**src/logic/soc_defs.svh**
```systemverilog
`ifndef SOC_DEFS_SVH
`define SOC_DEFS_SVH

// address bit 31 picks the I/O region over main memory
`define SOC_MMIO_BIT 31

// I/O device field, device 0 is scratch RAM, device 1 is GPIO
`define SOC_DEV_SEL_LSB 24
`define SOC_DEV_SEL_MSB 27

// memory depths as log2 of 32-bit words
`define SOC_MAIN_DEPTH_LOG2 10
`define SOC_SCRATCH_DEPTH_LOG2 8

// stable cycles before a button changes its debounced state
`define SOC_DEBOUNCE_CYCLES 16

// read data of an I/O device that is not mapped
`define SOC_UNMAPPED_DATA 32'hdead_beef

// gpio pin counts
`define SOC_LED_WIDTH 2
`define SOC_BTN_WIDTH 2

`endif

```
**src/logic/soc_pkg.sv**
```systemverilog
package soc_pkg;

	// byte address and bus word
	typedef logic [31:0] addr_t;
	typedef logic [31:0] data_t;

	// host 0 is the processor port, host 1 the boot loader port
	typedef logic host_id_t;

	// request as it travels from a host into the fabric
	typedef struct packed {
		addr_t addr;
		data_t wdata;
		logic  we;
	} bus_req_t;

	// response, tagged with the host that issued the request
	typedef struct packed {
		data_t    rdata;
		host_id_t host;
	} bus_rsp_t;

	// decoded destination of an access
	typedef enum logic [1:0] {
		TGT_MAIN,
		TGT_SCRATCH,
		TGT_GPIO,
		TGT_NONE
	} target_t;

	// round-robin pointer, names the host that wins the next tie
	typedef enum logic {
		ARB_PREFER0,
		ARB_PREFER1
	} arb_state_t;

endpackage

```
**src/logic/bus_arbiter.sv**
```systemverilog
`timescale 1ns/1ps

module bus_arbiter (
	input  logic               clk_main,
	input  logic               i_rst_n,

	// processor port
	input  logic               i_h0_req_valid,
	input  soc_pkg::bus_req_t  i_h0_req,
	output logic               o_h0_req_ready,

	// boot loader port
	input  logic               i_h1_req_valid,
	input  soc_pkg::bus_req_t  i_h1_req,
	output logic               o_h1_req_ready,

	// granted request towards the decoder
	output logic               o_valid,
	output soc_pkg::bus_req_t  o_req,
	output soc_pkg::host_id_t  o_host,

	// response back from the decoder
	input  logic               i_rsp_valid,
	input  soc_pkg::bus_rsp_t  i_rsp,

	output logic               o_h0_rsp_valid,
	output soc_pkg::data_t     o_h0_rsp_data,
	output logic               o_h1_rsp_valid,
	output soc_pkg::data_t     o_h1_rsp_data
);

	soc_pkg::arb_state_t rr_ptr;
	logic                gnt0;
	logic                gnt1;
	logic                contend;
	logic                valid_q;
	soc_pkg::bus_req_t   req_q;
	soc_pkg::host_id_t   host_q;

	// a host is ready unless the other one wants the bus and holds the pointer
	assign o_h0_req_ready = !i_h1_req_valid || (rr_ptr == soc_pkg::ARB_PREFER0);
	assign o_h1_req_ready = !i_h0_req_valid || (rr_ptr == soc_pkg::ARB_PREFER1);

	assign gnt0    = i_h0_req_valid && o_h0_req_ready;
	assign gnt1    = i_h1_req_valid && o_h1_req_ready;
	assign contend = i_h0_req_valid && i_h1_req_valid;

	// pointer only moves on a tie, to the host that just lost
	always_ff @(posedge clk_main or negedge i_rst_n) begin
		if (!i_rst_n) begin
			rr_ptr <= soc_pkg::ARB_PREFER0;
		end else if (contend) begin
			if (rr_ptr == soc_pkg::ARB_PREFER0) begin
				rr_ptr <= soc_pkg::ARB_PREFER1;
			end else begin
				rr_ptr <= soc_pkg::ARB_PREFER0;
			end
		end
	end

	// first pipeline stage
	always_ff @(posedge clk_main or negedge i_rst_n) begin
		if (!i_rst_n) begin
			valid_q <= 1'b0;
		end else begin
			valid_q <= gnt0 || gnt1;
		end
	end

	always_ff @(posedge clk_main) begin
		if (gnt1) begin
			req_q  <= i_h1_req;
			host_q <= 1'b1;
		end else if (gnt0) begin
			req_q  <= i_h0_req;
			host_q <= 1'b0;
		end
	end

	assign o_valid = valid_q;
	assign o_req   = req_q;
	assign o_host  = host_q;

	// response steering by the host tag
	assign o_h0_rsp_valid = i_rsp_valid && (i_rsp.host == 1'b0);
	assign o_h1_rsp_valid = i_rsp_valid && (i_rsp.host == 1'b1);
	assign o_h0_rsp_data  = i_rsp.rdata;
	assign o_h1_rsp_data  = i_rsp.rdata;

endmodule

```
**config.mk**
```make
export PLATFORM = sky130hd
export DESIGN_NAME = bus_arbiter
export DESIGN_NICKNAME = d
export VERILOG_FILES = /design/src/logic/soc_defs.svh /design/src/logic/soc_pkg.sv /design/src/logic/bus_arbiter.sv
export SDC_FILE = /design/constraint.sdc
export NUM_CORES = 1
export LEC_CHECK = 0
export BUFFER_PORTS_ARGS = -buffer_cell sky130_fd_sc_hd__buf_2
export CAP_MARGIN = 40
export CORE_AREA = 3 3 116 118
export DETAILED_ROUTE_END_ITERATION = 7
export DIE_AREA = 0 0 119 121
export SLEW_MARGIN = 20
export SYNTH_ARGS = -nofsm -noshare
export SYNTH_HDL_FRONTEND = slang
export SYNTH_SLANG_ARGS = --single-unit
export TNS_END_PERCENT = 100
```
**constraint.sdc**
```tcl
create_clock -name clk_main -period 1.7 [get_ports clk_main]
set_input_delay 0.085 -clock clk_main [delete_from_list [all_inputs] [get_ports clk_main]]
set_output_delay 0.085 -clock clk_main [all_outputs]
set_load 0.1 [all_outputs]
```
==> flow_summary.html <==
<table>
<tr><th>Metric</th><th>Value</th></tr>
<tr><th colspan="2">Timing</th></tr>
<tr><td>Maximum achievable frequency</td><td>roughly 640 MHz</td></tr>
<tr><td>Transition time at the pin with the least slew margin</td><td>~0.53 ns</td></tr>
<tr><td>Worst slew slack as a fraction of its limit</td><td>between 60% and 70%</td></tr>
<tr><td>Final hold violations</td><td>0</td></tr>
<tr><td>Fraction of the cycle the final worst path needs</td><td>92.5%</td></tr>
<tr><td>Final count of negative-setup-slack endpoints</td><td>0</td></tr>
<tr><td>Final-report max-slew violation count</td><td>0</td></tr>
<tr><td>Shortest clock period the worst path allows after layout</td><td>between 1.5 and 2 ns</td></tr>
<tr><td>Hold_ws</td><td>0.0300 ns</td></tr>
<tr><td>Aggregate negative setup slack</td><td>0 ns</td></tr>
<tr><td>RSZ-0062 raised after global routing</td><td>false</td></tr>
<tr><td>Final clock skew</td><td>0.00770 ns</td></tr>
<tr><th colspan="2">Detailed routing</th></tr>
<tr><td>Final WL</td><td>8.92 mm</td></tr>
<tr><td>Starting DRT DRC Count</td><td>between 100 and 150</td></tr>
<tr><td>Number of vias per cell</td><td>approximately 4.0</td></tr>
<tr><td>Routed vias</td><td>2184</td></tr>
<tr><td>Number of remaining DRC errors</td><td>0</td></tr>
<tr><td>Post-DR wirelength/cell</td><td>16.5 µm</td></tr>
<tr><td>Antenna Violating Nets Remaining</td><td>0</td></tr>
<tr><td>DRT Pass-1 Iters</td><td>4</td></tr>
<tr><th colspan="2">Power and ir drop</th></tr>
<tr><td>Worst vdd ir</td><td>0.000409 V</td></tr>
<tr><td>Leakage dissipation</td><td>around 2.1 nW</td></tr>
<tr><td>Power density cells</td><td>1470 nW/µm²</td></tr>
<tr><th colspan="2">Synthesis</th></tr>
<tr><td>Area fraction of the dominant cell type after synthesis</td><td>between 50% and 60%</td></tr>
<tr><td>Number of flip-flops and latches in the synthesized netlist</td><td>68</td></tr>
<tr><td>Synth Net Count</td><td>382</td></tr>
<tr><td>Area of the mapped netlist</td><td>3510 µm²</td></tr>
<tr><td>Cell types with the largest area share after synthesis</td><td>sky130_fd_sc_hd__edfxtp_1, sky130_fd_sc_hd__mux2_4, sky130_fd_sc_hd__buf_4, sky130_fd_sc_hd__mux2_2, sky130_fd_sc_hd__buf_6</td></tr>
<tr><td>Top cell type by total area after synthesis</td><td>sky130_fd_sc_hd__edfxtp_1</td></tr>
<tr><td>Mean cell area of the mapped netlist</td><td>roughly 16 µm²</td></tr>
<tr><td>Proportion of synthesized chip area in sequential cells</td><td>between 50 and 60%</td></tr>
<tr><td>Number of instances in the synthesized netlist</td><td>214</td></tr>
<tr><td>Number of different library cells in the post-synthesis netlist</td><td>17</td></tr>
<tr><td>Total number of yosys warnings</td><td>0</td></tr>
<tr><th colspan="2">Global routing</th></tr>
<tr><td>Initial antenna violation count</td><td>0</td></tr>
<tr><td>Global-route wire length before repair</td><td>12.8 mm</td></tr>
<tr><td>Via count of the first global-routing pass</td><td>2261</td></tr>
<tr><td>Pin count of the biggest net entering global routing</td><td>67</td></tr>
<tr><td>Total routing resource utilization after global routing</td><td>11.7%</td></tr>
<tr><td>Total global routing overflow</td><td>0</td></tr>
<tr><th colspan="2">Cells and area</th></tr>
<tr><td>Area of combinational cells with multiple inputs</td><td>943 µm²</td></tr>
<tr><td>Diode insertion count for antenna repair</td><td>0</td></tr>
<tr><td>Number of fill cells in the layout</td><td>between 1000 and 1500</td></tr>
<tr><td>Layout cell share with drive strength beyond 1</td><td>78.6%</td></tr>
<tr><td>Final net count</td><td>around 530</td></tr>
<tr><td>Register cell area after layout</td><td>2020 µm²</td></tr>
<tr><td>Layout-stage area growth over the synthesis result</td><td>30.1%</td></tr>
<tr><th colspan="2">CTS</th></tr>
<tr><td>Total of cells resized after clock tree synthesis</td><td>0</td></tr>
<tr><td>Number of buffers created by CTS</td><td>9</td></tr>
<tr><td>H-tree depth reported by CTS</td><td>3</td></tr>
<tr><td>Clk root buf</td><td>sky130_fd_sc_hd__clkbuf_16</td></tr>
<tr><td>Skew-Pair Late Insertion Delay</td><td>0.32 ns</td></tr>
<tr><td>CTS tree</td><td>built</td></tr>
<tr><td>Clock sink count</td><td>68</td></tr>
<tr><td>Clock buffer depth</td><td>2</td></tr>
<tr><td>Number of setup buffers added after CTS</td><td>0</td></tr>
<tr><td>Clock-pin slew reported for the worst setup and hold paths after clock tree synthesis</td><td>~0.05 ns</td></tr>
<tr><th colspan="2">Floorplan</th></tr>
<tr><td>DIE HEIGHT</td><td>121 µm</td></tr>
<tr><td>Horizontal die dimension</td><td>around 120 µm</td></tr>
<tr><td>Core region area</td><td>12600 µm²</td></tr>
<tr><td>Number of primary I/O pins</td><td>about 300</td></tr>
<tr><td>Cell Rows</td><td>41</td></tr>
<tr><td>Starting Density</td><td>27.9%</td></tr>
<tr><td>Floorplan die area</td><td>14400 µm²</td></tr>
<tr><th colspan="2">Run status</th></tr>
<tr><td>Result of the run</td><td>complete, no violations</td></tr>
<tr><th colspan="2">Flow run</th></tr>
<tr><td>Number of max-capacitance violations reported</td><td>0</td></tr>
<tr><th colspan="2">Hold path</th></tr>
<tr><td>Path category of the worst min-delay check</td><td>in2reg</td></tr>
<tr><th colspan="2">Setup path</th></tr>
<tr><td>Longest individual stage delay on the worst path</td><td>~0.40 ns</td></tr>
<tr><td>CP arrival</td><td>about 1.6 ns</td></tr>
<tr><td>CP cell instances</td><td>nand2b_4, nand2_4, buf_12, mux2_2</td></tr>
<tr><td>Worst setup SP type</td><td>flop</td></tr>
<tr><td>Worst-path maximum fanout</td><td>42</td></tr>
<tr><td>Class of the most critical setup path</td><td>reg2reg</td></tr>
<tr><td>Setup crit end kind</td><td>flop</td></tr>
<tr><td>Endpoint required time on the critical path</td><td>around 1.8 ns</td></tr>
<tr><td>Critical-path cell with the highest stage delay</td><td>sky130_fd_sc_hd__dfrtp_1</td></tr>
<tr><th colspan="2">Placed design</th></tr>
<tr><td># port buffers</td><td>206</td></tr>
<tr><td>Gp weighted congestion</td><td>0.690</td></tr>
</table>
[final timing paths]
path	startpoint	end	slack (ns)	cells past startpoint
hold reg to reg	o_host	o_host	0.47	2
hold / removal	i_h0_req_valid	o_host	0.03	2
setup / recovery	rr_ptr	o_req[64]	0.13	4
setup reg to reg	rr_ptr	o_req[64]	0.13	4
min in group asynchronous	i_rst_n	o_valid	0.10	2
max in group asynchronous	i_rst_n	rr_ptr	1.51	2
[cells in the mapped netlist]
library cell / number
sky130_fd_sc_hd__mux2_2: 26
sky130_fd_sc_hd__mux2_4: 39
sky130_fd_sc_hd__nand2_2: 1
sky130_fd_sc_hd__and2_1: 1
sky130_fd_sc_hd__nand2_1: 2
sky130_fd_sc_hd__edfxtp_1: 65
sky130_fd_sc_hd__inv_1: 1
sky130_fd_sc_hd__or2_2: 1
sky130_fd_sc_hd__dfrtp_1: 2
sky130_fd_sc_hd__xnor2_1: 1
sky130_fd_sc_hd__nand2b_4: 1
sky130_fd_sc_hd__buf_6: 5
sky130_fd_sc_hd__nor2b_1: 1
sky130_fd_sc_hd__buf_4: 64
sky130_fd_sc_hd__dfxtp_1: 1
sky130_fd_sc_hd__o21ai_0: 1
sky130_fd_sc_hd__buf_2: 2
[final cells by class]
class	instances	area share, %
Inverter	1	0.0821
Multi-Input combinational cell	74	20.6
Clock inverter	6	1.20
Timing Repair Buffer	210	24.1
Tap cell	172	4.71
Sequential cell	68	44.2
Clock buffer	10	5.01
[metrics by stage]
| stage | utilization, % | power [mW] | std cells | area, µm² | setup WS (ns) |
|---|---|---|---|---|---|
| detailed placement | 34.0 | 4.99 | 524 | 4280 | 0.125 |
| finish | 36.4 | 6.70 | 541 | 4570 | 0.128 |
| global route | 36.4 | 6.96 | 541 | 4570 | 0.0730 |
| CTS | 36.4 | 6.81 | 541 | 4570 | 0.118 |
| global placement | 34.0 | 4.96 | 524 | 4280 | 0.178 |
| floorplan | - | 5.23 | 214 | 3510 | 0.0140 |
[timing repair]
| action | CTS | global route |
|---|---|---|
| endpoints found under the hold margin | 2 | 0 |
| hold buffers | 1 | 0 |
| setup endpoints to repair | 0 | 0 |
[worst max-delay path, delay by kind of cell, from the launching register on]
| family | cells | cell delay (ns) |
|---|---|---|
| multiplexers | 1 | 0.38 |
| flip-flops | 1 | 0.40 |
| buffers and inverters | 1 | 0.26 |
| AND/OR/NAND/NOR | 2 | 0.24 |
[report_power, final]
group	leakage [nW]	internal (mW)	switching (mW)	total [mW]
clock	0.137	1.12	0.651	1.77
sequential	0.693	2.13	0.0640	2.19
combinational	1.32	0.647	2.09	2.74
[cell usage in the layout (no fill, tap or decap)]
cell	count
sky130_fd_sc_hd__clkinv_2	2
sky130_fd_sc_hd__xnor2_1	1
sky130_fd_sc_hd__clkbuf_1	1
sky130_fd_sc_hd__buf_2	206
sky130_fd_sc_hd__nor2b_1	1
sky130_fd_sc_hd__nand2b_4	1
sky130_fd_sc_hd__bufinv_16	1
sky130_fd_sc_hd__nand2_1	2
sky130_fd_sc_hd__mux2_4	39
sky130_fd_sc_hd__clkbuf_16	9
sky130_fd_sc_hd__nand2_4	1
sky130_fd_sc_hd__o21ai_0	1
sky130_fd_sc_hd__clkinv_1	2
sky130_fd_sc_hd__dfxtp_1	1
sky130_fd_sc_hd__dfrtp_1	2
sky130_fd_sc_hd__inv_1	1
sky130_fd_sc_hd__dlygate4sd3_1	1
sky130_fd_sc_hd__edfxtp_1	65
sky130_fd_sc_hd__and2_1	1
sky130_fd_sc_hd__buf_12	3
sky130_fd_sc_hd__mux2_2	26
sky130_fd_sc_hd__or2_2	1
sky130_fd_sc_hd__clkinvlp_4	1
[cell families after synthesis]
group / after synthesis / share of synthesized area, %
muxes: 65 / 25.0
and+or+nand+nor: 7 / 1.32
DFF: 68 / 57.6
AOI/OAI and AO/OA: 1 / 0.142
xor gates and xnor gates: 1 / 0.250
buffers and inverters: 72 / 15.7
[sequential cells by signal, indices dropped and copies added (netlist names)]
| register | cells |
|---|---|
| o_host | 1 |
| rr_ptr | 1 |
| o_req | 65 |
| o_valid | 1 |
[metal layers]
layer,vias to the layer above,routed length [µm],GRT usage (%)
met1,983,2820,11.0
li1,1010,-,-
met3,18,1110,5.92
met5,-,0,0
met4,0,174,4.71
met2,173,4810,21.6
(Power assumes the default switching activity.)
