### src/logic/soc_defs.svh
`ifndef SOC_DEFS_SVH
`define SOC_DEFS_SVH

// address bit 31 picks the I/O region over main memory
`define SOC_MMIO_BIT 31

// I/O device field, device 0 is scratch RAM, device 1 is GPIO
`define SOC_DEV_SEL_LSB 24
`define SOC_DEV_SEL_MSB 27

// memory depths as log2 of 32-bit words
`define SOC_MAIN_DEPTH_LOG2 10
`define SOC_SCRATCH_DEPTH_LOG2 8

// stable cycles before a button changes its debounced state
`define SOC_DEBOUNCE_CYCLES 16

// read data of an I/O device that is not mapped
`define SOC_UNMAPPED_DATA 32'hdead_beef

// gpio pin counts
`define SOC_LED_WIDTH 2
`define SOC_BTN_WIDTH 2

`endif

### src/logic/soc_pkg.sv
package soc_pkg;

	// byte address and bus word
	typedef logic [31:0] addr_t;
	typedef logic [31:0] data_t;

	// host 0 is the processor port, host 1 the boot loader port
	typedef logic host_id_t;

	// request as it travels from a host into the fabric
	typedef struct packed {
		addr_t addr;
		data_t wdata;
		logic  we;
	} bus_req_t;

	// response, tagged with the host that issued the request
	typedef struct packed {
		data_t    rdata;
		host_id_t host;
	} bus_rsp_t;

	// decoded destination of an access
	typedef enum logic [1:0] {
		TGT_MAIN,
		TGT_SCRATCH,
		TGT_GPIO,
		TGT_NONE
	} target_t;

	// round-robin pointer, names the host that wins the next tie
	typedef enum logic {
		ARB_PREFER0,
		ARB_PREFER1
	} arb_state_t;

endpackage

### src/logic/gpio_port.sv
`timescale 1ns/1ps
`include "soc_defs.svh"

module gpio_port (
	input  logic                      clk_main,
	input  logic                      i_rst_n,
	input  logic                      i_en,
	input  logic                      i_we,
	input  logic                      i_offset,
	input  soc_pkg::data_t            i_wdata,
	output soc_pkg::data_t            o_rdata,
	input  logic [`SOC_BTN_WIDTH-1:0] i_btn,
	output logic [`SOC_LED_WIDTH-1:0] o_led
);

	localparam int CNT_W = $clog2(`SOC_DEBOUNCE_CYCLES);

	logic [`SOC_BTN_WIDTH-1:0] btn_meta;
	logic [`SOC_BTN_WIDTH-1:0] btn_sync;
	logic [`SOC_BTN_WIDTH-1:0] btn_state;
	logic [CNT_W-1:0]          stable_cnt [`SOC_BTN_WIDTH];
	logic [`SOC_LED_WIDTH-1:0] led_q;
	soc_pkg::data_t            rdata_q;

	// two flops against metastability
	always_ff @(posedge clk_main or negedge i_rst_n) begin
		if (!i_rst_n) begin
			btn_meta <= '0;
			btn_sync <= '0;
		end else begin
			btn_meta <= i_btn;
			btn_sync <= btn_meta;
		end
	end

	// per-button counter, restarts whenever input matches the state
	always_ff @(posedge clk_main or negedge i_rst_n) begin
		if (!i_rst_n) begin
			btn_state <= '0;
			for (int i = 0; i < `SOC_BTN_WIDTH; i++) begin
				stable_cnt[i] <= '0;
			end
		end else begin
			for (int i = 0; i < `SOC_BTN_WIDTH; i++) begin
				if (btn_sync[i] == btn_state[i]) begin
					stable_cnt[i] <= '0;
				end else if (stable_cnt[i] == CNT_W'(`SOC_DEBOUNCE_CYCLES - 1)) begin
					btn_state[i]  <= btn_sync[i];
					stable_cnt[i] <= '0;
				end else begin
					stable_cnt[i] <= stable_cnt[i] + 1'b1;
				end
			end
		end
	end

	// led register at offset 0
	always_ff @(posedge clk_main or negedge i_rst_n) begin
		if (!i_rst_n) begin
			led_q <= '0;
		end else if (i_en && i_we && !i_offset) begin
			led_q <= i_wdata[`SOC_LED_WIDTH-1:0];
		end
	end

	// read data one cycle late, same as the RAMs
	always_ff @(posedge clk_main) begin
		if (i_en) begin
			rdata_q <= i_offset ? soc_pkg::data_t'(btn_state) : soc_pkg::data_t'(led_q);
		end
	end

	assign o_rdata = rdata_q;
	assign o_led   = led_q;

endmodule

### config.mk
export PLATFORM = sky130hd
export DESIGN_NAME = gpio_port
export DESIGN_NICKNAME = d
export VERILOG_FILES = /design/src/logic/soc_pkg.sv /design/src/logic/gpio_port.sv
export VERILOG_INCLUDE_DIRS = /design/src /design/src/logic
export SDC_FILE = /design/constraint.sdc
export NUM_CORES = 1
export LEC_CHECK = 0
export BUFFER_PORTS_ARGS = -buffer_cell sky130_fd_sc_hd__buf_2
export CAP_MARGIN = 20
export CORE_MARGIN = 2
export CORE_UTILIZATION = 42
export DETAILED_ROUTE_END_ITERATION = 8
export PLACE_DENSITY = 0.84
export SLEW_MARGIN = 10
export SYNTH_ARGS = -nofsm -noshare
export SYNTH_HDL_FRONTEND = slang
export SYNTH_SLANG_ARGS = --single-unit
### constraint.sdc
create_clock -name clk_main -period 2.2 [get_ports clk_main]
set_input_delay 0.44 -clock clk_main [delete_from_list [all_inputs] [get_ports clk_main]]
set_output_delay 0.44 -clock clk_main [all_outputs]
set_load 0.01 [all_outputs]
==> results of run 1 <==
-- through the flow --
| stage | total power [mW] | std cells | worst slack [ps] | util (%) |
|---|---|---|---|---|
| 2_1_floorplan | 0.484 | 107 | 1070 | - |
| 3_3_place_gp | 0.473 | 117 | 1050 | 42.9 |
| 3_5_place_dp | 0.478 | 117 | 1020 | 42.9 |
| 4_1_cts | 0.639 | 121 | 906 | 44.1 |
| 5_1_grt | 0.675 | 121 | 854 | 44.1 |
| 6_report | 0.631 | 121 | 921 | 44.1 |
-- synth_stat cells (all sizes together) --
library cell / count
o21ai: 1
a31oi: 1
dfrtp: 16
xnor2: 4
buf: 30
nor2b: 2
nor2: 2
nand4b: 1
a21o: 1
a311oi: 1
nor3b: 2
a21oi: 2
nand3b: 1
conb: 1
ha: 2
inv: 1
mux2: 6
nand3: 2
edfxtp: 2
-- cell type report --
class                      count  share of cell area (%)
sequential                    18                    47.6
clock inverter                 1                   0.388
multi-input combinational     58                    39.5
timing repair buffer          12                    6.21
tap                           28                    3.62
inverter                       1                   0.388
clock buffer                   3                    2.33
-- metal layers --
layer | share of wire (%) | up-vias | global-route usage (%)
met3 | 11 | 0 | 4.60
met4 | 0 | 0 | 1.32
met2 | 48 | 33 | 19.2
met1 | 40 | 234 | 10.6
met5 | 0 | - | 0
li1 | - | 232 | -
-- path summary, 6_finish.rpt --
kind | start | to | slack [ps] | cells past startpoint
setup / recovery | o_led[0] | o_led[0] | 920 | 1
hold / removal | i_rst_n | stable_cnt[6] | 50 | 1
setup reg to reg | stable_cnt[0] | btn_state[1] | 1000 | 3
hold reg to reg | btn_meta[0] | btn_sync[0] | 360 | 0
max in group asynchronous | i_rst_n | btn_sync[1] | 1890 | 1
min in group clk_main | i_btn[1] | btn_meta[1] | 250 | 1
-- sequential cells by signal, summed over array words and instances, names as in the netlist --
register / count
btn_meta: 2
btn_state: 2
btn_sync: 2
o_led: 2
o_rdata: 2
stable_cnt: 8
-- placed cells by master (no fill, tap or decap) --
master    netlist  final
dfrtp_1        16     16
nor3b_1         1      1
mux2_4          4      4
clkinv_1        0      1
ha_1            2      2
xnor2_1         4      4
a21o_1          1      1
clkbuf_4        0      3
edfxtp_1        2      2
mux2_2          2      2
nor2b_1         2      2
nand4b_1        1      1
o21ai_0         1      1
nor2_1          2      2
nand3b_4        1      1
buf_2           0     12
nand3_2         2      2
conb_1          1     30
nor3b_2         1      1
a31oi_1         1      1
inv_1           1      1
a311oi_1        1      1
a21oi_1         2      2
-- kinds of logic after synthesis --
family / Yosys count / synth area share [%]
compound gates: 6 / 3.90
xor+xnor: 4 / 3.64
fa+ha+maj: 2 / 2.60
buf+inv: 31 / 23.8
flops: 18 / 47.9
mux: 6 / 8.58
other cells: 1 / 0.390
simple gates: 10 / 9.23
-- where the power goes --
group          total, mW  switching (mW)  internal [mW]  leakage (nW)
Clock              0.160          0.0940         0.0659        0.0154
Sequential         0.378          0.0176          0.360         0.225
Combinational     0.0937          0.0550         0.0387         0.261
Total              0.631           0.167          0.465         0.501
==> flow_results.org, run 1 <==
** Clock network
- TritonCTS built the clock tree.
- In this run the deepest clock path goes through 2 buffers.
- Number of buffers inserted to repair setup after CTS :: 0
- The number of hold buffers added after CTS was 0.
- For this design, the sink count on the clock tree is 18.
- CTS Buf Count :: 3
- The root buffer cell chosen for the clock tree is clkbuf_4.
- Gates resized during post-CTS repair numbered 0.
- Later-pin clock latency in the skew report :: between 200 and 300 ps
- H-tree Lvls :: 1
- After clock tree synthesis, the clock-pin slew on the worst setup and hold paths is ~100 ps.

** Synthesis
- Cell count after synthesis :: 78
- Top cell type by total area after synthesis :: dfrtp_1
- Summing every instance area after synthesis gives 962 um2.
- Ranking of synthesized cells by area :: dfrtp_1, buf_4, edfxtp_1, mux2_4, xnor2_1
- Count of yosys warnings during synthesis :: 0
- Proportion of synthesized chip area in sequential cells :: between 40 and 50%
- A synthesized cell averages approximately 12 um2.
- Register bit count reported by yosys :: 18
- The synthesized netlist contains 21 unique library cells.
- Share of the synthesized area in the top cell type :: around two fifths

** Routing
- Via count :: around 500
- First drt pass iteration count :: 3
- Average wire length per cell after detail routing :: approximately 10 um
- Summed over all layers, the routed wires come to ~1.3 mm.
- Using the TritonRoute via totals, the vias-per-cell ratio works out to 4.12.
- The first routing iteration left 5 violations.
- Antenna Nets Post-Route :: 0
- DRC errors left :: 0

** Worst setup path
- Kind of start point of the critical path :: register
- Walking the worst path, the cells encountered are buf_2.
- By startpoint and endpoint, the worst setup path is classified as reg2out.
- For this design, the slowest cell found on the critical path is dfrtp_1.
- For the worst setup path, the data arrival time is between 800 and 900 ps.
- The worst setup path is captured at an output pin.
- Required time reported for the critical path endpoint :: approximately 1800 ps
- Critical path peak fanout :: 3
- CP bufs+invs :: 1
- For this run, the slowest stage of the critical path takes a little over 400 ps.
- The kind of cell with the highest combined delay along the critical path is flip-flops.

** Placement
- Buffers placed on the I/O ports in this run total 12.
- GP Congestion :: about 0.71
- After detailed placement, the total cell area comes to approximately 940 um2.
- After legalization and detailed placement, the total HPWL measured about 970 um.

** STA
- Minimum hold slack :: 46.2 ps
- The final hold violation count is 0.
- Between clock sinks in the finished design, the worst skew comes to between 3 and 4 ps.
- Final Setup Violations :: 0
- Based on the critical path, the design can be clocked at up to 782 MHz.
- Post-layout min period :: approximately 1300 ps
- Summed over all failing endpoints, the final setup total negative slack is 0 ps.
- RSZ-0062 raised after global routing :: no
- Number of max-slew violations in the final report :: 0
- The final critical path takes up approximately three fifths of the cycle.

** Status
- The run finished with clean final reports.

** Finish
- In the final layout, flip-flops and latches occupy 460 um2.
- From synthesis to final layout, the design area changed by 0.520%.
- 0 antenna diodes ended up in the layout.
- In the final layout, the share of cells above drive strength 1 is a little over a quarter.
- # fillers :: 210
- Summing all multi-input logic gate instances after layout gives 382 um2.
- Final layout net count :: around 140
- Final Instance Area :: 967 um2

** Power
- Power density of the placed cells :: ~650 nW/um2
- Static Leak :: about 0.50 nW
- VDD sags by at most roughly 0.0004 V.

** Floorplan
- Area of the die :: around 2700 um2
- Initial core utilization :: between 40% and 50%
- The floorplan has 17 rows.
- The core region is 2190 um2.
- The die is 51.9 um wide.
- The die is ~52 um tall.
- For this design the top-level I/O count stands at 73.

** GRT
- Largest net degree at the start of global routing :: 17
- Via count of the first global-routing pass :: approximately 490
- For this run the aggregate overflow at the end of global routing stands at 0.
- The first global-routing pass estimated roughly 2.0 mm of wire.
- Number of antenna violations at the first check in global routing :: 0
- Global routing used 10.2% of the available tracks across all layers.

** Min path
- In this run the worst hold path is classified as in2async.

** Job
- Number of max-cap violations :: 0
Note: power is estimated with default switching activity, not from simulation.
==> run 2: changes to the inputs <==
- CORE_UTILIZATION: 42 -> 35
- PLACE_DENSITY: 0.84 -> 0.74
- clock period: 2.2 -> 1.15 ns (I/O delays scaled with it)
==> flow_results.org, run 2 (same netlist as run 1, synthesis figures left out) <==
** Placement
- DP HPWL :: 966 um (-0.32%)
- The placed cell count came to 122 (+4.3%).
- The weighted congestion reported at the end of routability-driven placement came to 0.729 (+2.9%).
- Port Buffers :: 12 (unchanged)

** Routing
- Via count :: 513 (+2.8%)
- Initial DRC count :: 9 (+4)
- The count of TritonRoute iterations in the first routing pass was 3 (unchanged).
- Average wire length per cell after detail routing :: 9.47 um (-8.4%)
- Antenna Nets Post-Route :: 0 (unchanged)
- The number of vias per cell after detailed routing came to 4.04 (-2.1%).
- The final wirelength was 1.20 mm (-3.8%).
- DRC errors left :: 0 (unchanged)

** Worst setup path
- Required time reported for the critical path endpoint :: 1330 ps (-430 ps)
- The critical path goes through ha_1 -> nand3_2 -> mux2_4.
- The kind of cell with the highest combined delay along the critical path is flip-flops.
- Kind of start point of the critical path :: register
- The highest cell delay on the worst timing path came to 400 ps (about the same).
- Critical path peak fanout :: 3 (unchanged)
- The slowest stage of the critical path is the dfrtp_1 cell.
- Worst R2R Path Depth :: 3 (unchanged)
- The worst setup path is captured at a register.
- Reg2reg setup slack :: 30 ps (-970 ps)
- The worst register-to-register path begins at stable_cnt[5].
- The count of buffer and inverter cells on the critical path is 0 (-1).
- Worst flop-to-flop path endpoint :: btn_state[0]
- Type of the setup path with the least slack :: reg2reg
- Critical path data arrival time :: 1300 ps (+460 ps)

** Finish
- The number of nets in the final layout is 138 (+2.2%).
- Area added between synthesis and finish :: 4.42%
- More flip-flops sit in one register than any other, and that register is stable_cnt.
- # fillers :: 273 (+30%)
- The share of final-layout standard cells stronger than drive strength 1 is 30.2% (+3.3 points).
- Diodes inserted :: 0 (unchanged)
- Leaving out fill and tap cells, the most frequent cell in the layout is conb_1.
- Max FFs per register :: 8 (unchanged)
- Highest-count cells in the layout ignoring fill and taps :: conb_1, dfrtp_1, buf_2
- The final standard cell count with taps included and fillers excluded is 127 (+5.0%).

** Floorplan
- Vertical extent of the die :: 56.4 um (+8.8%)
- The number of placement rows came to 19 (+2).
- The area of the core is 2690 um2 (+23%).
- The count of boundary I/O pins is 73 (unchanged).
- Die width :: 56.4 um (+8.8%)
- The area of the die was 3180 um2 (+18%).
- Initial core utilization :: 35.8% (-8.1 points)

** Min path
- Startpoint of the tightest hold check path :: i_btn[1]
- Hold EP :: btn_meta[1]
- The path class of the tightest hold or removal check is in2reg.
- Along the worst hold path, the cell count comes to 1.

** STA
- The final setup TNS came to 0 ps (unchanged).
- After layout, the worst path uses 97.3% of the clock period.
- Fmax :: a little under 900 MHz
- The clock period could shrink to 1120 ps.
- Number of max-slew violations in the final report :: 0 (unchanged)
- The final hold violation count came to 0 (unchanged).
- Minimum hold slack :: 51.4 ps (+5.16 ps)
- Setup repair after global routing left no endpoint under its margin.
- The final setup violation count was 0 (unchanged).
- Final Skew :: 8.17 ps (+4.25 ps)

** Clock network
- The number of clock sinks is 18 (unchanged).
- Later-pin clock latency in the skew report :: 280 ps (about the same)
- TritonCTS built the clock tree.
- Clk root buf :: clkbuf_4
- Clock-pin slew on the worst setup and hold paths :: 100 ps (about the same)
- H-tree Lvls :: 1 (unchanged)
- The clock buffer count from CTS was 3 (unchanged).
- Maximum number of buffers from clock root to sink :: 2 (unchanged)
- Number of buffers inserted to repair setup after CTS :: 0 (unchanged)

** GRT
- Wire length of the first global-routing pass :: 1.88 mm (-6.2%)
- The via count of the first global-routing pass came to 425 (-12%).
- The initial antenna violation count was 0 (unchanged).
- The total grt overflow was 0 (unchanged).
- Largest net degree at the start of global routing :: 17 (unchanged)
- The global-route usage over all layers came to 7.92% (-2.3 points).

** Power
- Static Leak :: 0.514 nW (+2.6%)
- Worst IR Drop VDD :: 0.000960 V (+140%)
- Power density of the placed cells :: 1200 nW/um2 (+85%)

** Status
- The run finished with clean final reports.

** Job
- The number of maximum-capacitance violations was 0 (unchanged).
-- run 2: changes by cell type in the layout (fill, tap and decap cells not counted), sizes merged --
cell         before  now
buf              12   14
dlygate4sd3       0    1
-- run 2: layout make-up --
type	instances	area, um2	share of cell area (%)
Clock buffer	3	22.5	2.24
Clock inverter	1	3.75	0.374
Inverter	1	3.75	0.374
Multi-Input combinational cell	58	390	38.9
Sequential cell	18	460	45.8
Tap cell	31	38.8	3.86
Timing Repair Buffer	15	85.1	8.47
-- run 2: worst reg2reg max path, cell delays in order (launching register included) --
cell and delay, ps:
dfrtp_1 400, ha_1 240, nand3_2 90, mux2_4 290
-- run 2: metal layers --
layer	up-vias	wire length (um)	global-route usage, %
met5	-	0	0
met4	0	0	1.02
met3	0	115	4.84
met2	30	601	13.0
met1	245	486	9.05
li1	238	-	-
-- run 2: stage by stage --
| step | total power [mW] | setup slack [ps] | area, um2 | utilization [%] |
|---|---|---|---|---|
| global placement | 0.911 | 40.5 | 960 | 35.7 |
| CTS | 1.24 | 33.6 | 998 | 37.2 |
| finish | 1.21 | 31.1 | 1000 | 37.4 |
| detailed placement | 0.923 | 1.39 | 960 | 35.7 |
| global route | 1.29 | 5.98 | 1000 | 37.4 |
| floorplan | 0.927 | 24.5 | 1070 | - |
-- run 2: worst max path at each step --
stage	from	endpoint	slack [ps]	depth (start not counted)
floorplan	stable_cnt[0]	btn_state[1]	20	3
global placement	stable_cnt[1]	btn_state[1]	40	3
detailed placement	stable_cnt[1]	stable_cnt[3]	1	3
CTS	stable_cnt[1]	stable_cnt[3]	30	3
global route	stable_cnt[1]	btn_state[1]	6	3
finish	stable_cnt[5]	btn_state[0]	30	3
-- run 2: timing repair --
action / in CTS / in global routing
endpoints found under the hold margin: 16 / 0
setup endpoints to repair: 1 / 1
pin swaps: 0 / 1
gates resized for setup: 1 / 1
hold buffers: 1 / 0
-- run 2: power by group --
part           leakage, nW  internal [mW]  total [mW]  switching [mW]
clock               0.0154          0.126       0.298           0.172
combinational        0.274         0.0832       0.193           0.110
sequential           0.225          0.689       0.719          0.0302
total                0.514          0.898        1.21           0.312
