### config.mk
export PLATFORM = sky130hd
export DESIGN_NAME = address_decoder
export DESIGN_NICKNAME = d
export VERILOG_FILES = /design/src/logic/soc_pkg.sv /design/src/logic/address_decoder.sv
export VERILOG_INCLUDE_DIRS = /design/src /design/src/logic
export SDC_FILE = /design/constraint.sdc
export NUM_CORES = 1
export LEC_CHECK = 0
export ABC_AREA = 1
export ABC_CLOCK_PERIOD_IN_PS = 2900
export BUFFER_PORTS_ARGS = -buffer_cell sky130_fd_sc_hd__clkbuf_2
export CORE_AREA = 4 4 123 125
export CTS_BUF_LIST = sky130_fd_sc_hd__clkbuf_4
export CTS_CLUSTER_DIAMETER = 100
export DETAILED_ROUTE_END_ITERATION = 7
export DIE_AREA = 0 0 127 129
export SKIP_LAST_GASP = 1
export SYNTH_ARGS = -nofsm -noshare
export SYNTH_HDL_FRONTEND = slang
export SYNTH_SLANG_ARGS = --single-unit
### constraint.sdc
create_clock -name clk_main -period 2.9 [get_ports clk_main]
set_input_delay 0.58 -clock clk_main [delete_from_list [all_inputs] [get_ports clk_main]]
set_output_delay 0.58 -clock clk_main [all_outputs]
set_load 0.01 [all_outputs]
### src/logic/soc_defs.svh
`ifndef SOC_DEFS_SVH
`define SOC_DEFS_SVH

// address bit 31 picks the I/O region over main memory
`define SOC_MMIO_BIT 31

// I/O device field, device 0 is scratch RAM, device 1 is GPIO
`define SOC_DEV_SEL_LSB 24
`define SOC_DEV_SEL_MSB 27

// memory depths as log2 of 32-bit words
`define SOC_MAIN_DEPTH_LOG2 10
`define SOC_SCRATCH_DEPTH_LOG2 8

// stable cycles before a button changes its debounced state
`define SOC_DEBOUNCE_CYCLES 16

// read data of an I/O device that is not mapped
`define SOC_UNMAPPED_DATA 32'hdead_beef

// gpio pin counts
`define SOC_LED_WIDTH 2
`define SOC_BTN_WIDTH 2

`endif

### src/logic/soc_pkg.sv
package soc_pkg;

	// byte address and bus word
	typedef logic [31:0] addr_t;
	typedef logic [31:0] data_t;

	// host 0 is the processor port, host 1 the boot loader port
	typedef logic host_id_t;

	// request as it travels from a host into the fabric
	typedef struct packed {
		addr_t addr;
		data_t wdata;
		logic  we;
	} bus_req_t;

	// response, tagged with the host that issued the request
	typedef struct packed {
		data_t    rdata;
		host_id_t host;
	} bus_rsp_t;

	// decoded destination of an access
	typedef enum logic [1:0] {
		TGT_MAIN,
		TGT_SCRATCH,
		TGT_GPIO,
		TGT_NONE
	} target_t;

	// round-robin pointer, names the host that wins the next tie
	typedef enum logic {
		ARB_PREFER0,
		ARB_PREFER1
	} arb_state_t;

endpackage

### src/logic/address_decoder.sv
`timescale 1ns/1ps
`include "soc_defs.svh"

module address_decoder (
	input  logic                               clk_main,
	input  logic                               i_rst_n,

	input  logic                               i_valid,
	input  soc_pkg::bus_req_t                  i_req,
	input  soc_pkg::host_id_t                  i_host,

	output logic                               o_main_en,
	output logic                               o_main_we,
	output logic [`SOC_MAIN_DEPTH_LOG2-1:0]    o_main_index,
	output soc_pkg::data_t                     o_main_wdata,

	output logic                               o_scr_en,
	output logic                               o_scr_we,
	output logic [`SOC_SCRATCH_DEPTH_LOG2-1:0] o_scr_index,
	output soc_pkg::data_t                     o_scr_wdata,

	output logic                               o_gpio_en,
	output logic                               o_gpio_we,
	output logic                               o_gpio_offset,
	output soc_pkg::data_t                     o_gpio_wdata,

	input  soc_pkg::data_t                     i_main_rdata,
	input  soc_pkg::data_t                     i_scr_rdata,
	input  soc_pkg::data_t                     i_gpio_rdata,

	output logic                               o_rsp_valid,
	output soc_pkg::bus_rsp_t                  o_rsp
);

	localparam int DEV_W = `SOC_DEV_SEL_MSB - `SOC_DEV_SEL_LSB + 1;
	localparam logic [DEV_W-1:0] DEV_SCRATCH = 0;
	localparam logic [DEV_W-1:0] DEV_GPIO    = 1;

	soc_pkg::target_t  tgt;
	logic [DEV_W-1:0]  dev_sel;
	logic              rsp_valid_q;
	soc_pkg::target_t  tgt_q;
	soc_pkg::host_id_t host_q;
	logic              we_q;
	soc_pkg::data_t    rsp_data;

	assign dev_sel = i_req.addr[`SOC_DEV_SEL_MSB:`SOC_DEV_SEL_LSB];

	// main memory below the MMIO bit, then the device field
	always_comb begin
		if (!i_req.addr[`SOC_MMIO_BIT]) begin
			tgt = soc_pkg::TGT_MAIN;
		end else if (dev_sel == DEV_SCRATCH) begin
			tgt = soc_pkg::TGT_SCRATCH;
		end else if (dev_sel == DEV_GPIO) begin
			tgt = soc_pkg::TGT_GPIO;
		end else begin
			tgt = soc_pkg::TGT_NONE;
		end
	end

	// word index from bit 2 up, aliases modulo depth
	assign o_main_en    = i_valid && (tgt == soc_pkg::TGT_MAIN);
	assign o_main_we    = i_req.we;
	assign o_main_index = i_req.addr[2 +: `SOC_MAIN_DEPTH_LOG2];
	assign o_main_wdata = i_req.wdata;

	assign o_scr_en    = i_valid && (tgt == soc_pkg::TGT_SCRATCH);
	assign o_scr_we    = i_req.we;
	assign o_scr_index = i_req.addr[2 +: `SOC_SCRATCH_DEPTH_LOG2];
	assign o_scr_wdata = i_req.wdata;

	assign o_gpio_en     = i_valid && (tgt == soc_pkg::TGT_GPIO);
	assign o_gpio_we     = i_req.we;
	assign o_gpio_offset = i_req.addr[2];
	assign o_gpio_wdata  = i_req.wdata;

	// second stage, travels with the target read
	always_ff @(posedge clk_main or negedge i_rst_n) begin
		if (!i_rst_n) begin
			rsp_valid_q <= 1'b0;
		end else begin
			rsp_valid_q <= i_valid;
		end
	end

	always_ff @(posedge clk_main) begin
		tgt_q  <= tgt;
		host_q <= i_host;
		we_q   <= i_req.we;
	end

	// writes answer with zero
	always_comb begin
		rsp_data = '0;
		if (!we_q) begin
			case (tgt_q)
				soc_pkg::TGT_MAIN:    rsp_data = i_main_rdata;
				soc_pkg::TGT_SCRATCH: rsp_data = i_scr_rdata;
				soc_pkg::TGT_GPIO:    rsp_data = i_gpio_rdata;
				default:              rsp_data = `SOC_UNMAPPED_DATA;
			endcase
		end
	end

	assign o_rsp_valid = rsp_valid_q;
	assign o_rsp.rdata = rsp_data;
	assign o_rsp.host  = host_q;

endmodule

==> flow_metrics.tcl, run 1 <==
set metrics [dict create \
    status "finished, final reports clean" \
    tns_ps 0 \
    grt_usage_pct 8.549 \
    period_share_pct 90.47 \
    final_util_pct 15.17 \
    drt_pass1_iterations 4 \
    ys_seq_area_share_pct 4.991 \
    wire_per_inst_um 13.96 \
    clkTransAtPathRegs_ps 60 \
    cp_slowest_cell "nor2_4" \
    finalNetCount 533 \
    yosys.area.top_type "buf_4" \
    cp_max_fo 32 \
    synthesis.area_um2 2106 \
    cts_tree "done" \
    grt_pass1_wl_um 10810 \
    antenna_found_initial 1 \
    slew_viol_final 0 \
    rsz0062_at_grt "false" \
    critPathCaptureType "output pin" \
    hold_slack_ps 88.73 \
    relSlewSlack_pct 42.03 \
    syn_area_per_cell_um2 5.999 \
    num_vias 2107 \
    yosys_warnings 0 \
    cp_num_buf_inv 2 \
    synth_adder_area_share_pct 0 \
    worst_path_largest_cell_delay_ps 740 \
    htree_levels 1 \
    area_growth_pct 0 \
    cp-start-kind "flop" \
    io_pins 320 \
    die_h_um 129 \
    post-place-ws_ps 497.0 \
    fin_crit_ps 2624 \
    synthCells 351 \
    tightest_slew_ps 867.5 \
    muxShareOfSynthArea_pct 0 \
    placed_cell_area_um2 2076 \
    crit_type "flop to output pin" \
    io_buffers 145 \
    finalPower_mw 0.4580 \
    totalWireLength_um 7652 \
    powerDensity_nw_per_um2 217.5 \
    cp_common_cell "nand2_1" \
    die-area_um2 16380 \
    cts_buffers 3 \
    avgViaCountPerCell 3.845 \
    die_w_um 127 \
    cp.required_ps 2320 \
    synthSimpleGateAreaFrac_pct 32.74 \
    synth_area_leaders "buf_4 43%, nand3_1 15%, nand2_1 11%" \
    synth.top_cell.area_share_pct 43.14 \
    fin_ws_ps 276.5 \
    total_leakage_power_nw 1.315 \
    clk_path_buf_depth 2 \
    ant_nets 0 \
    ir_drop_uv 145.7 \
    place_inst 543 \
    cts_sinks 5 \
    max_freq_mhz 381.2 \
    instances_no_fill 548 \
    cts_resized 0 \
    synth_compound_area_share_pct 6.298 \
    grt_max_degree 33 \
    stdcell_area_um2 2106 \
    overflow 0 \
    grt_pass1_vias 1958 \
    synth_cell_types 19 \
    gp_congestion 0.7590 \
    drive_gt1_share_pct 45.78 \
    syn_nets 516 \
    start_util_pct 15.17 \
    setup_viol 0 \
    rows 43 \
    dpl.hpwl_um 6109 \
    drc 0 \
    critPathTopFamily "simple AND/OR/NAND/NOR gates" \
    hold_buffers 0 \
    cp_cell_sequence "nor2_4 -> nand2_1 -> nand3_1 -> nand2_1 -> inv_1 -> clkbuf_2" \
    synth_xor_area_share_pct 0 \
    synth_top_family_by_area "buffers and inverters" \
    hold_viol 0 \
    drv_cap 0 \
    cp_num_cells 6 \
    cts_root_buf "clkbuf_4" \
    synth_seq_cells 5 \
    cp.arrival_ps 2040 \
    core_area_um2 13880 \
    hold_class "input port to async pin" \
    initialDrtViolationCount 76 \
    postCtsSetupRepairBufs 0 \
]
[kinds of logic after synthesis]
logic type             count (synthesis)
AOI/OAI and AO/OA                     26
buffers and inverters                177
DFF                                    5
and+or+nand+nor                      143
[state kept, by name, indices dropped and copies added, names as in the netlist]
register	count
tgt_q	2
host_q	1
o_rsp_valid	1
we_q	1
[cell type report]
type                            count  area [µm²]
Clock inverter                      1       5.005
Inverter                           39       146.4
Tap cell                          180       225.2
Clock buffer                        3       22.52
Timing Repair Buffer              150       775.7
Multi-Input combinational cell    169       822.0
Fill cell                        1658       11780
Sequential cell                     5       106.4
Antenna cell                        1       2.502
[power by group]
group / switching [mW] / total [mW] / internal, mW
logic: 0.160 / 0.287 / 0.127
clock network: 0.0380 / 0.0885 / 0.0504
registers: 0.00962 / 0.0827 / 0.0731
total: 0.208 / 0.458 / 0.250
[worst max-delay path by stage]
stage / start / endpoint
detailed placement: tgt_q[0]$_DFF_P_ / o_rsp[31]
CTS: tgt_q[0]$_DFF_P_ / o_rsp[1]
finish: tgt_q[0]$_DFF_P_ / o_rsp[29]
floorplan: i_req[60] / o_gpio_en
global placement: tgt_q[0]$_DFF_P_ / o_rsp[29]
global route: tgt_q[0]$_DFF_P_ / o_rsp[1]
[per-layer routing]
layer / global-route usage (%) / routed length, µm / vias up
met5: 0 / 0 / -
met4: 5.300 / 357 / 0
met3: 2.574 / 1065 / 46
met2: 14.79 / 3670 / 162
met1: 9.147 / 2559 / 882
li1: - / - / 1017
[cells in the mapped netlist]
cell and count:
dfrtp_1 1, dfxtp_1 4, buf_8 2, o21ai_0 14
a31oi_1 2, o21ai_1 10, clkbuf_1 2, nor2_4 1
nor2_1 2, inv_1 37, buf_4 121, buf_1 3
nand2_1 64, buf_2 6, nor3_1 2, nand3_1 64
nand3_2 10, inv_2 2, buf_6 4
[cell usage in the layout (no fill, tap or decap), types with 3 or more instances in the layout]
cell type / count
buf_4: 4
clkbuf_2: 145
clkbuf_4: 3
dfxtp_1: 3
inv_1: 37
nand2_1: 64
nand3_1: 64
nand3_2: 10
o21ai_0: 14
o21ai_1: 10
Note: power is estimated with default switching activity, not from simulation.
==> inputs of run 2 (changes only) <==
--- a/config.mk
+++ b/config.mk
@@ -7,13 +7,13 @@
 export NUM_CORES = 1
 export LEC_CHECK = 0
 export ABC_AREA = 1
-export ABC_CLOCK_PERIOD_IN_PS = 2900
+export ABC_CLOCK_PERIOD_IN_PS = 2350
 export BUFFER_PORTS_ARGS = -buffer_cell sky130_fd_sc_hd__clkbuf_2
-export CORE_AREA = 4 4 123 125
+export CORE_AREA = 4 4 122 124
 export CTS_BUF_LIST = sky130_fd_sc_hd__clkbuf_4
 export CTS_CLUSTER_DIAMETER = 100
 export DETAILED_ROUTE_END_ITERATION = 7
-export DIE_AREA = 0 0 127 129
+export DIE_AREA = 0 0 126 128
 export SKIP_LAST_GASP = 1
 export SYNTH_ARGS = -nofsm -noshare
 export SYNTH_HDL_FRONTEND = slang
==> constraint.sdc (replaced) <==
create_clock -name clk_main -period 2.35 [get_ports clk_main]
set_input_delay 0.47 -clock clk_main [delete_from_list [all_inputs] [get_ports clk_main]]
set_output_delay 0.47 -clock clk_main [all_outputs]
set_load 0.01 [all_outputs]
==> run 2 against run 1 <==
- critical path depth unchanged
- global-route usage increased by 0.27 points
- clock power is 27% higher
- flip-flop and latch count unchanged
- non-clock buffer count increased by 4
- core utilization grew 0.45 points
- final cell count is 0.55% higher
- worst hold slack improved by 250 ps
- largest cell class unchanged
- largest power group unchanged
- highest routed layer unchanged
==> flow_metrics.tcl, run 2 (synthesis results as in run 1) <==
set metrics [dict create \
    use_met3_pct 3.792 \
    drv_cap 0 \
    initialDrtViolationCount 54 \
    area_growth_pct 2.139 \
    hold_class "input port to flop" \
    grt_usage_pct 8.823 \
    cp_cell_sequence "buf_4 -> nand3_1 -> nand3_1 -> nand2_1 -> inv_1 -> clkbuf_2" \
    core_area_um2 13770 \
    clkTransAtPathRegs_ps 50 \
    final_util_pct 15.62 \
    setup_viol 0 \
    status "finished, final reports clean" \
    drt_pass1_iterations 4 \
    drc 0 \
    slew_viol_final 0 \
    die_w_um 126 \
    worst_path_largest_cell_delay_ps 460 \
    tightest_slew_ps 413.0 \
    grtUsageMet2_pct 14.37 \
    post-place-ws_ps 553.9 \
    totalWireLength_um 7739 \
    hold_buffers 1 \
    placed_cell_area_um2 2111 \
    cp_slowest_cell "dfxtp_1" \
    dpl.hpwl_um 6244 \
    max_freq_mhz 497.5 \
    antenna_found_initial 0 \
    total_leakage_power_nw 1.338 \
    cts_root_buf "clkbuf_4" \
    grt_max_degree 37 \
    regMostFlops "tgt_q" \
    instances_no_fill 551 \
    grt_busiest_layer "met2" \
    powerDensity_nw_per_um2 267.0 \
    htree_levels 1 \
    overflow 0 \
    postCtsSetupRepairBufs 0 \
    cts_resized 0 \
    layout_commonest_cell "clkbuf_2" \
    io_buffers 145 \
    fin_crit_ps 2010 \
    critPathCaptureType "output pin" \
    drive_gt1_share_pct 46.09 \
    die-area_um2 16130 \
    ant_nets 0 \
    nFillCells 1655 \
    rsz0062_at_grt "false" \
    p_int_mw 0.3304 \
    cp_common_cell "nand3_1" \
    crit_type "flop to output pin" \
    cp-start-kind "flop" \
    die_h_um 128 \
    finalNetCount 537 \
    use_met1_pct 10.48 \
    seqPwrFrac_pct 16.7 \
    gp_congestion 0.7631 \
    period_share_pct 85.54 \
    tns_ps 0 \
    fin_ws_ps 339.9 \
    cts_buffers 3 \
    io_pins 320 \
    cts_sinks 5 \
    diodes 0 \
    wire_per_inst_um 14.05 \
    power_switching_mw 0.2439 \
    avgViaCountPerCell 3.755 \
    grt_pass1_wl_um 11340 \
    start_util_pct 15.29 \
    ir_drop_uv 111.2 \
    place_inst 546 \
    comb_power_share_pct 63.8 \
    relSlewSlack_pct 72.47 \
    clockPowerShare_pct 19.5 \
    most-common-layout-cells "145 x clkbuf_2, 64 x nand2_1, 64 x nand3_1, 37 x inv_1, 14 x o21ai_0" \
    stdcell_area_um2 2151 \
    cts_tree "done" \
    grt_pass1_vias 2002 \
    largest_reg_flops 2 \
    hold_slack_ps 337.3 \
    swShare_pct 42.47 \
    clk_path_buf_depth 2 \
    num_vias 2069 \
    hold_viol 0 \
    cp_max_fo 20 \
    cp.arrival_ps 1540 \
    cp.required_ps 1880 \
    rows 43 \
    finalPower_mw 0.5743 \
]
run 2: cell types whose count changed in the layout (fill, tap and decap cells not counted), sizes merged:
cell / before / now
buf: 5 / 8
clkbuf: 148 / 149
clkinv: 1 / 0
diode: 1 / 0
dlygate4sd3: 0 / 1
run 2: cell type report:
| type | instances | area [µm²] | area share (%) |
|---|---|---|---|
| Multi-Input combinational cell | 169 | 822.0 | 38.22 |
| Timing Repair Buffer | 154 | 820.8 | 38.16 |
| Tap cell | 180 | 225.2 | 10.47 |
| Inverter | 39 | 146.4 | 6.806 |
| Sequential cell | 5 | 106.4 | 4.945 |
| Clock buffer | 4 | 30.03 | 1.396 |
run 2: layer usage:
metal | vias up | routed length, µm
met5 | - | 0
met4 | 0 | 212
met2 | 157 | 3561
met1 | 856 | 2952
met3 | 35 | 1013
li1 | 1021 | -
run 2: worst paths after layout:
check	start	endpoint	slack [ps]	cells past startpoint
min in group asynchronous	i_rst_n	o_rsp_valid$_DFF_PN0_	530	2
worst min-delay path	i_host	host_q$_DFF_P_	340	1
worst max-delay path	tgt_q[1]$_DFF_P_	o_rsp[5]	340	6
max in group asynchronous	i_rst_n	o_rsp_valid$_DFF_PN0_	1730	2
run 2: power by group through the flow:
stage / Sequential, mW / Combinational [mW] / Clock, mW
6_report: 0.0958 / 0.367 / 0.112
5_1_grt: 0.0970 / 0.420 / 0.131
4_1_cts: 0.0963 / 0.375 / 0.120
3_5_place_dp: 0.0980 / 0.372 / 0
3_3_place_gp: 0.0979 / 0.372 / 0
2_1_floorplan: 0.0944 / 0.404 / 0
run 2: worst max-delay path: cells and delay by family, from the launching register on:
family / cells / cell delay [ps]
flip-flops: 1 / 460
AND/OR/NAND/NOR: 3 / 330
buffers and inverters: 3 / 510
==> inputs of run 3 (changes only) <==
--- a/config.mk
+++ b/config.mk
@@ -7,13 +7,14 @@
 export NUM_CORES = 1
 export LEC_CHECK = 0
 export ABC_AREA = 1
-export ABC_CLOCK_PERIOD_IN_PS = 2350
+export ABC_CLOCK_PERIOD_IN_PS = 1860
 export BUFFER_PORTS_ARGS = -buffer_cell sky130_fd_sc_hd__clkbuf_2
-export CORE_AREA = 4 4 122 124
+export CORE_AREA = 4 4 121 123
 export CTS_BUF_LIST = sky130_fd_sc_hd__clkbuf_4
 export CTS_CLUSTER_DIAMETER = 100
+export CTS_CLUSTER_SIZE = 28
 export DETAILED_ROUTE_END_ITERATION = 7
-export DIE_AREA = 0 0 126 128
+export DIE_AREA = 0 0 125 127
 export SKIP_LAST_GASP = 1
 export SYNTH_ARGS = -nofsm -noshare
 export SYNTH_HDL_FRONTEND = slang
==> constraint.sdc (replaced) <==
create_clock -name clk_main -period 1.86 [get_ports clk_main]
set_input_delay 0.372 -clock clk_main [delete_from_list [all_inputs] [get_ports clk_main]]
set_output_delay 0.372 -clock clk_main [all_outputs]
set_load 0.01 [all_outputs]
==> run 3 against run 2 <==
- clock power grew 26%
- clock-buffer cell count is the same
- die area shrank 1.6%
- global-route usage is essentially flat
- design area grew 11%
- power grew 40%
- worst setup slack lost 320 ps
- sequential share of layout area shrank 0.25 points
- core utilization grew 1.9 points
- combinational power grew 48%
- non-clock buffer count grew 14
- critical path type unchanged
- largest power group unchanged
==> flow_metrics.tcl, run 3 (synthesis results as in run 1) <==
set metrics [dict create \
    setup_viol 0 \
    die_w_um 125 \
    drv_cap 0 \
    cts_tree "done" \
    io_pins 320 \
    rows 43 \
    period_share_pct 99.15 \
    cp_cell_sequence "buf_12 -> nor2_4 -> buf_12 -> clkbuf_16 -> nand2_1 -> nand3_1 -> nand2_1 -> inv_1 -> buf_2" \
    core_area_um2 13670 \
    hold_viol 0 \
    dpl.hpwl_um 6085 \
    htree_levels 1 \
    cts_sinks 5 \
    cp_slowest_cell "dfxtp_4" \
    worstHoldEndpoint "host_q$_DFF_P_" \
    wire_per_inst_um 14.42 \
    grt_pass1_wl_um 11230 \
    regMostFlops "tgt_q" \
    post-place-ws_ps 144.8 \
    critPathTopFamily "buffers and inverters" \
    totalWireLength_um 8150 \
    gp_congestion 0.8249 \
    cp.arrival_ps 1470 \
    die_h_um 127 \
    drive_gt1_share_pct 50.91 \
    diodes 0 \
    final_util_pct 17.53 \
    min_from "i_host" \
    slew_viol_final 0 \
    ant_nets 0 \
    avgViaCountPerCell 3.825 \
    initialDrtViolationCount 77 \
    clkTransAtPathRegs_ps 40 \
    layout_commonest_cell "clkbuf_2" \
    powerDensity_nw_per_um2 335.5 \
    clk_path_buf_depth 2 \
    status "finished, final reports clean" \
    relSlewSlack_pct 81.66 \
    fin_ws_ps 15.78 \
    tightest_slew_ps 274.7 \
    grt_max_degree 24 \
    overflow 0 \
    total_leakage_power_nw 1.470 \
    area_growth_pct 13.78 \
    crit_type "flop to output pin" \
    hold_class "input port to flop" \
    cp_max_fo 6 \
    hold_depth 1 \
    cts_buffers 3 \
    io_buffers 145 \
    num_vias 2161 \
    grt_pass1_vias 2060 \
    worst_path_largest_cell_delay_ps 350 \
    max_freq_mhz 542.2 \
    drc 0 \
    most-common-layout-cells "132 x clkbuf_2, 60 x nand2_1, 60 x nand3_1, 35 x inv_1, 14 x nand3_2" \
    rsz0062_at_grt "true" \
    fin_crit_ps 1844 \
    antenna_found_initial 0 \
    largest_reg_flops 2 \
    finalNetCount 551 \
    cts_root_buf "clkbuf_4" \
    cp_num_buf_inv 5 \
    grt_usage_pct 8.845 \
    ir_drop_uv 262.6 \
    die-area_um2 15880 \
    cp.required_ps 1490 \
    critPathCaptureType "output pin" \
    cp-start-kind "flop" \
    hold_slack_ps 237.3 \
    drt_pass1_iterations 4 \
    start_util_pct 15.41 \
]
run 3: through the flow:
stage	cells	total power, mW	instance area [µm²]	setup TNS, ps
global route	565	0.8809	2396	-683.4
finish	565	0.8038	2396	0
global placement	551	0.6038	2148	0
detailed placement	551	0.6044	2148	0
floorplan	351	0.6290	2106	0
CTS	557	0.7690	2225	-7.821
run 3: power breakdown:
part	switching, mW	total [mW]	internal [mW]	leakage, nW
Clock	0.0450	0.141	0.0957	0.0184
Sequential	0.00825	0.122	0.113	0.0461
Combinational	0.279	0.542	0.263	1.41
Total	0.332	0.804	0.472	1.47
run 3: final cells by class:
class / count / area (µm²)
sequential: 5 / 112.6
multi-input combinational: 169 / 857.1
fill: 1626 / 11270
tap: 180 / 225.2
clock buffer: 4 / 30.03
timing repair buffer: 168 / 1025
inverter: 39 / 146.4
run 3: timing repair:
item / CTS / global route
endpoints found under the setup margin: 32 / 32
gates cloned: 1 / 2
setup buffers: 0 / 6
endpoints found under the hold margin: 1 / 0
resized for setup: 2 / 32
hold buffers: 1 / 0
run 3: how the worst max path moves through the flow:
stage	startpoint	endpoint	slack, ps	cells past startpoint
after floorplan	tgt_q[1]$_DFF_P_	o_rsp[22]	520	7
after global placement	tgt_q[0]$_DFF_P_	o_rsp[32]	140	6
after detailed placement	tgt_q[0]$_DFF_P_	o_rsp[32]	140	6
after CTS	tgt_q[1]$_DFF_P_	o_rsp[32]	-8	8
after global routing	tgt_q[1]$_DFF_P_	o_rsp[28]	-50	9
final	tgt_q[1]$_DFF_P_	o_rsp[29]	20	9
run 3: routing by layer:
layer / share of wire, % / GRT usage, %
met1: 39 / 10.25
met2: 45 / 14.55
met3: 12 / 3.135
met4: 4.4 / 4.337
met5: 0 / 0
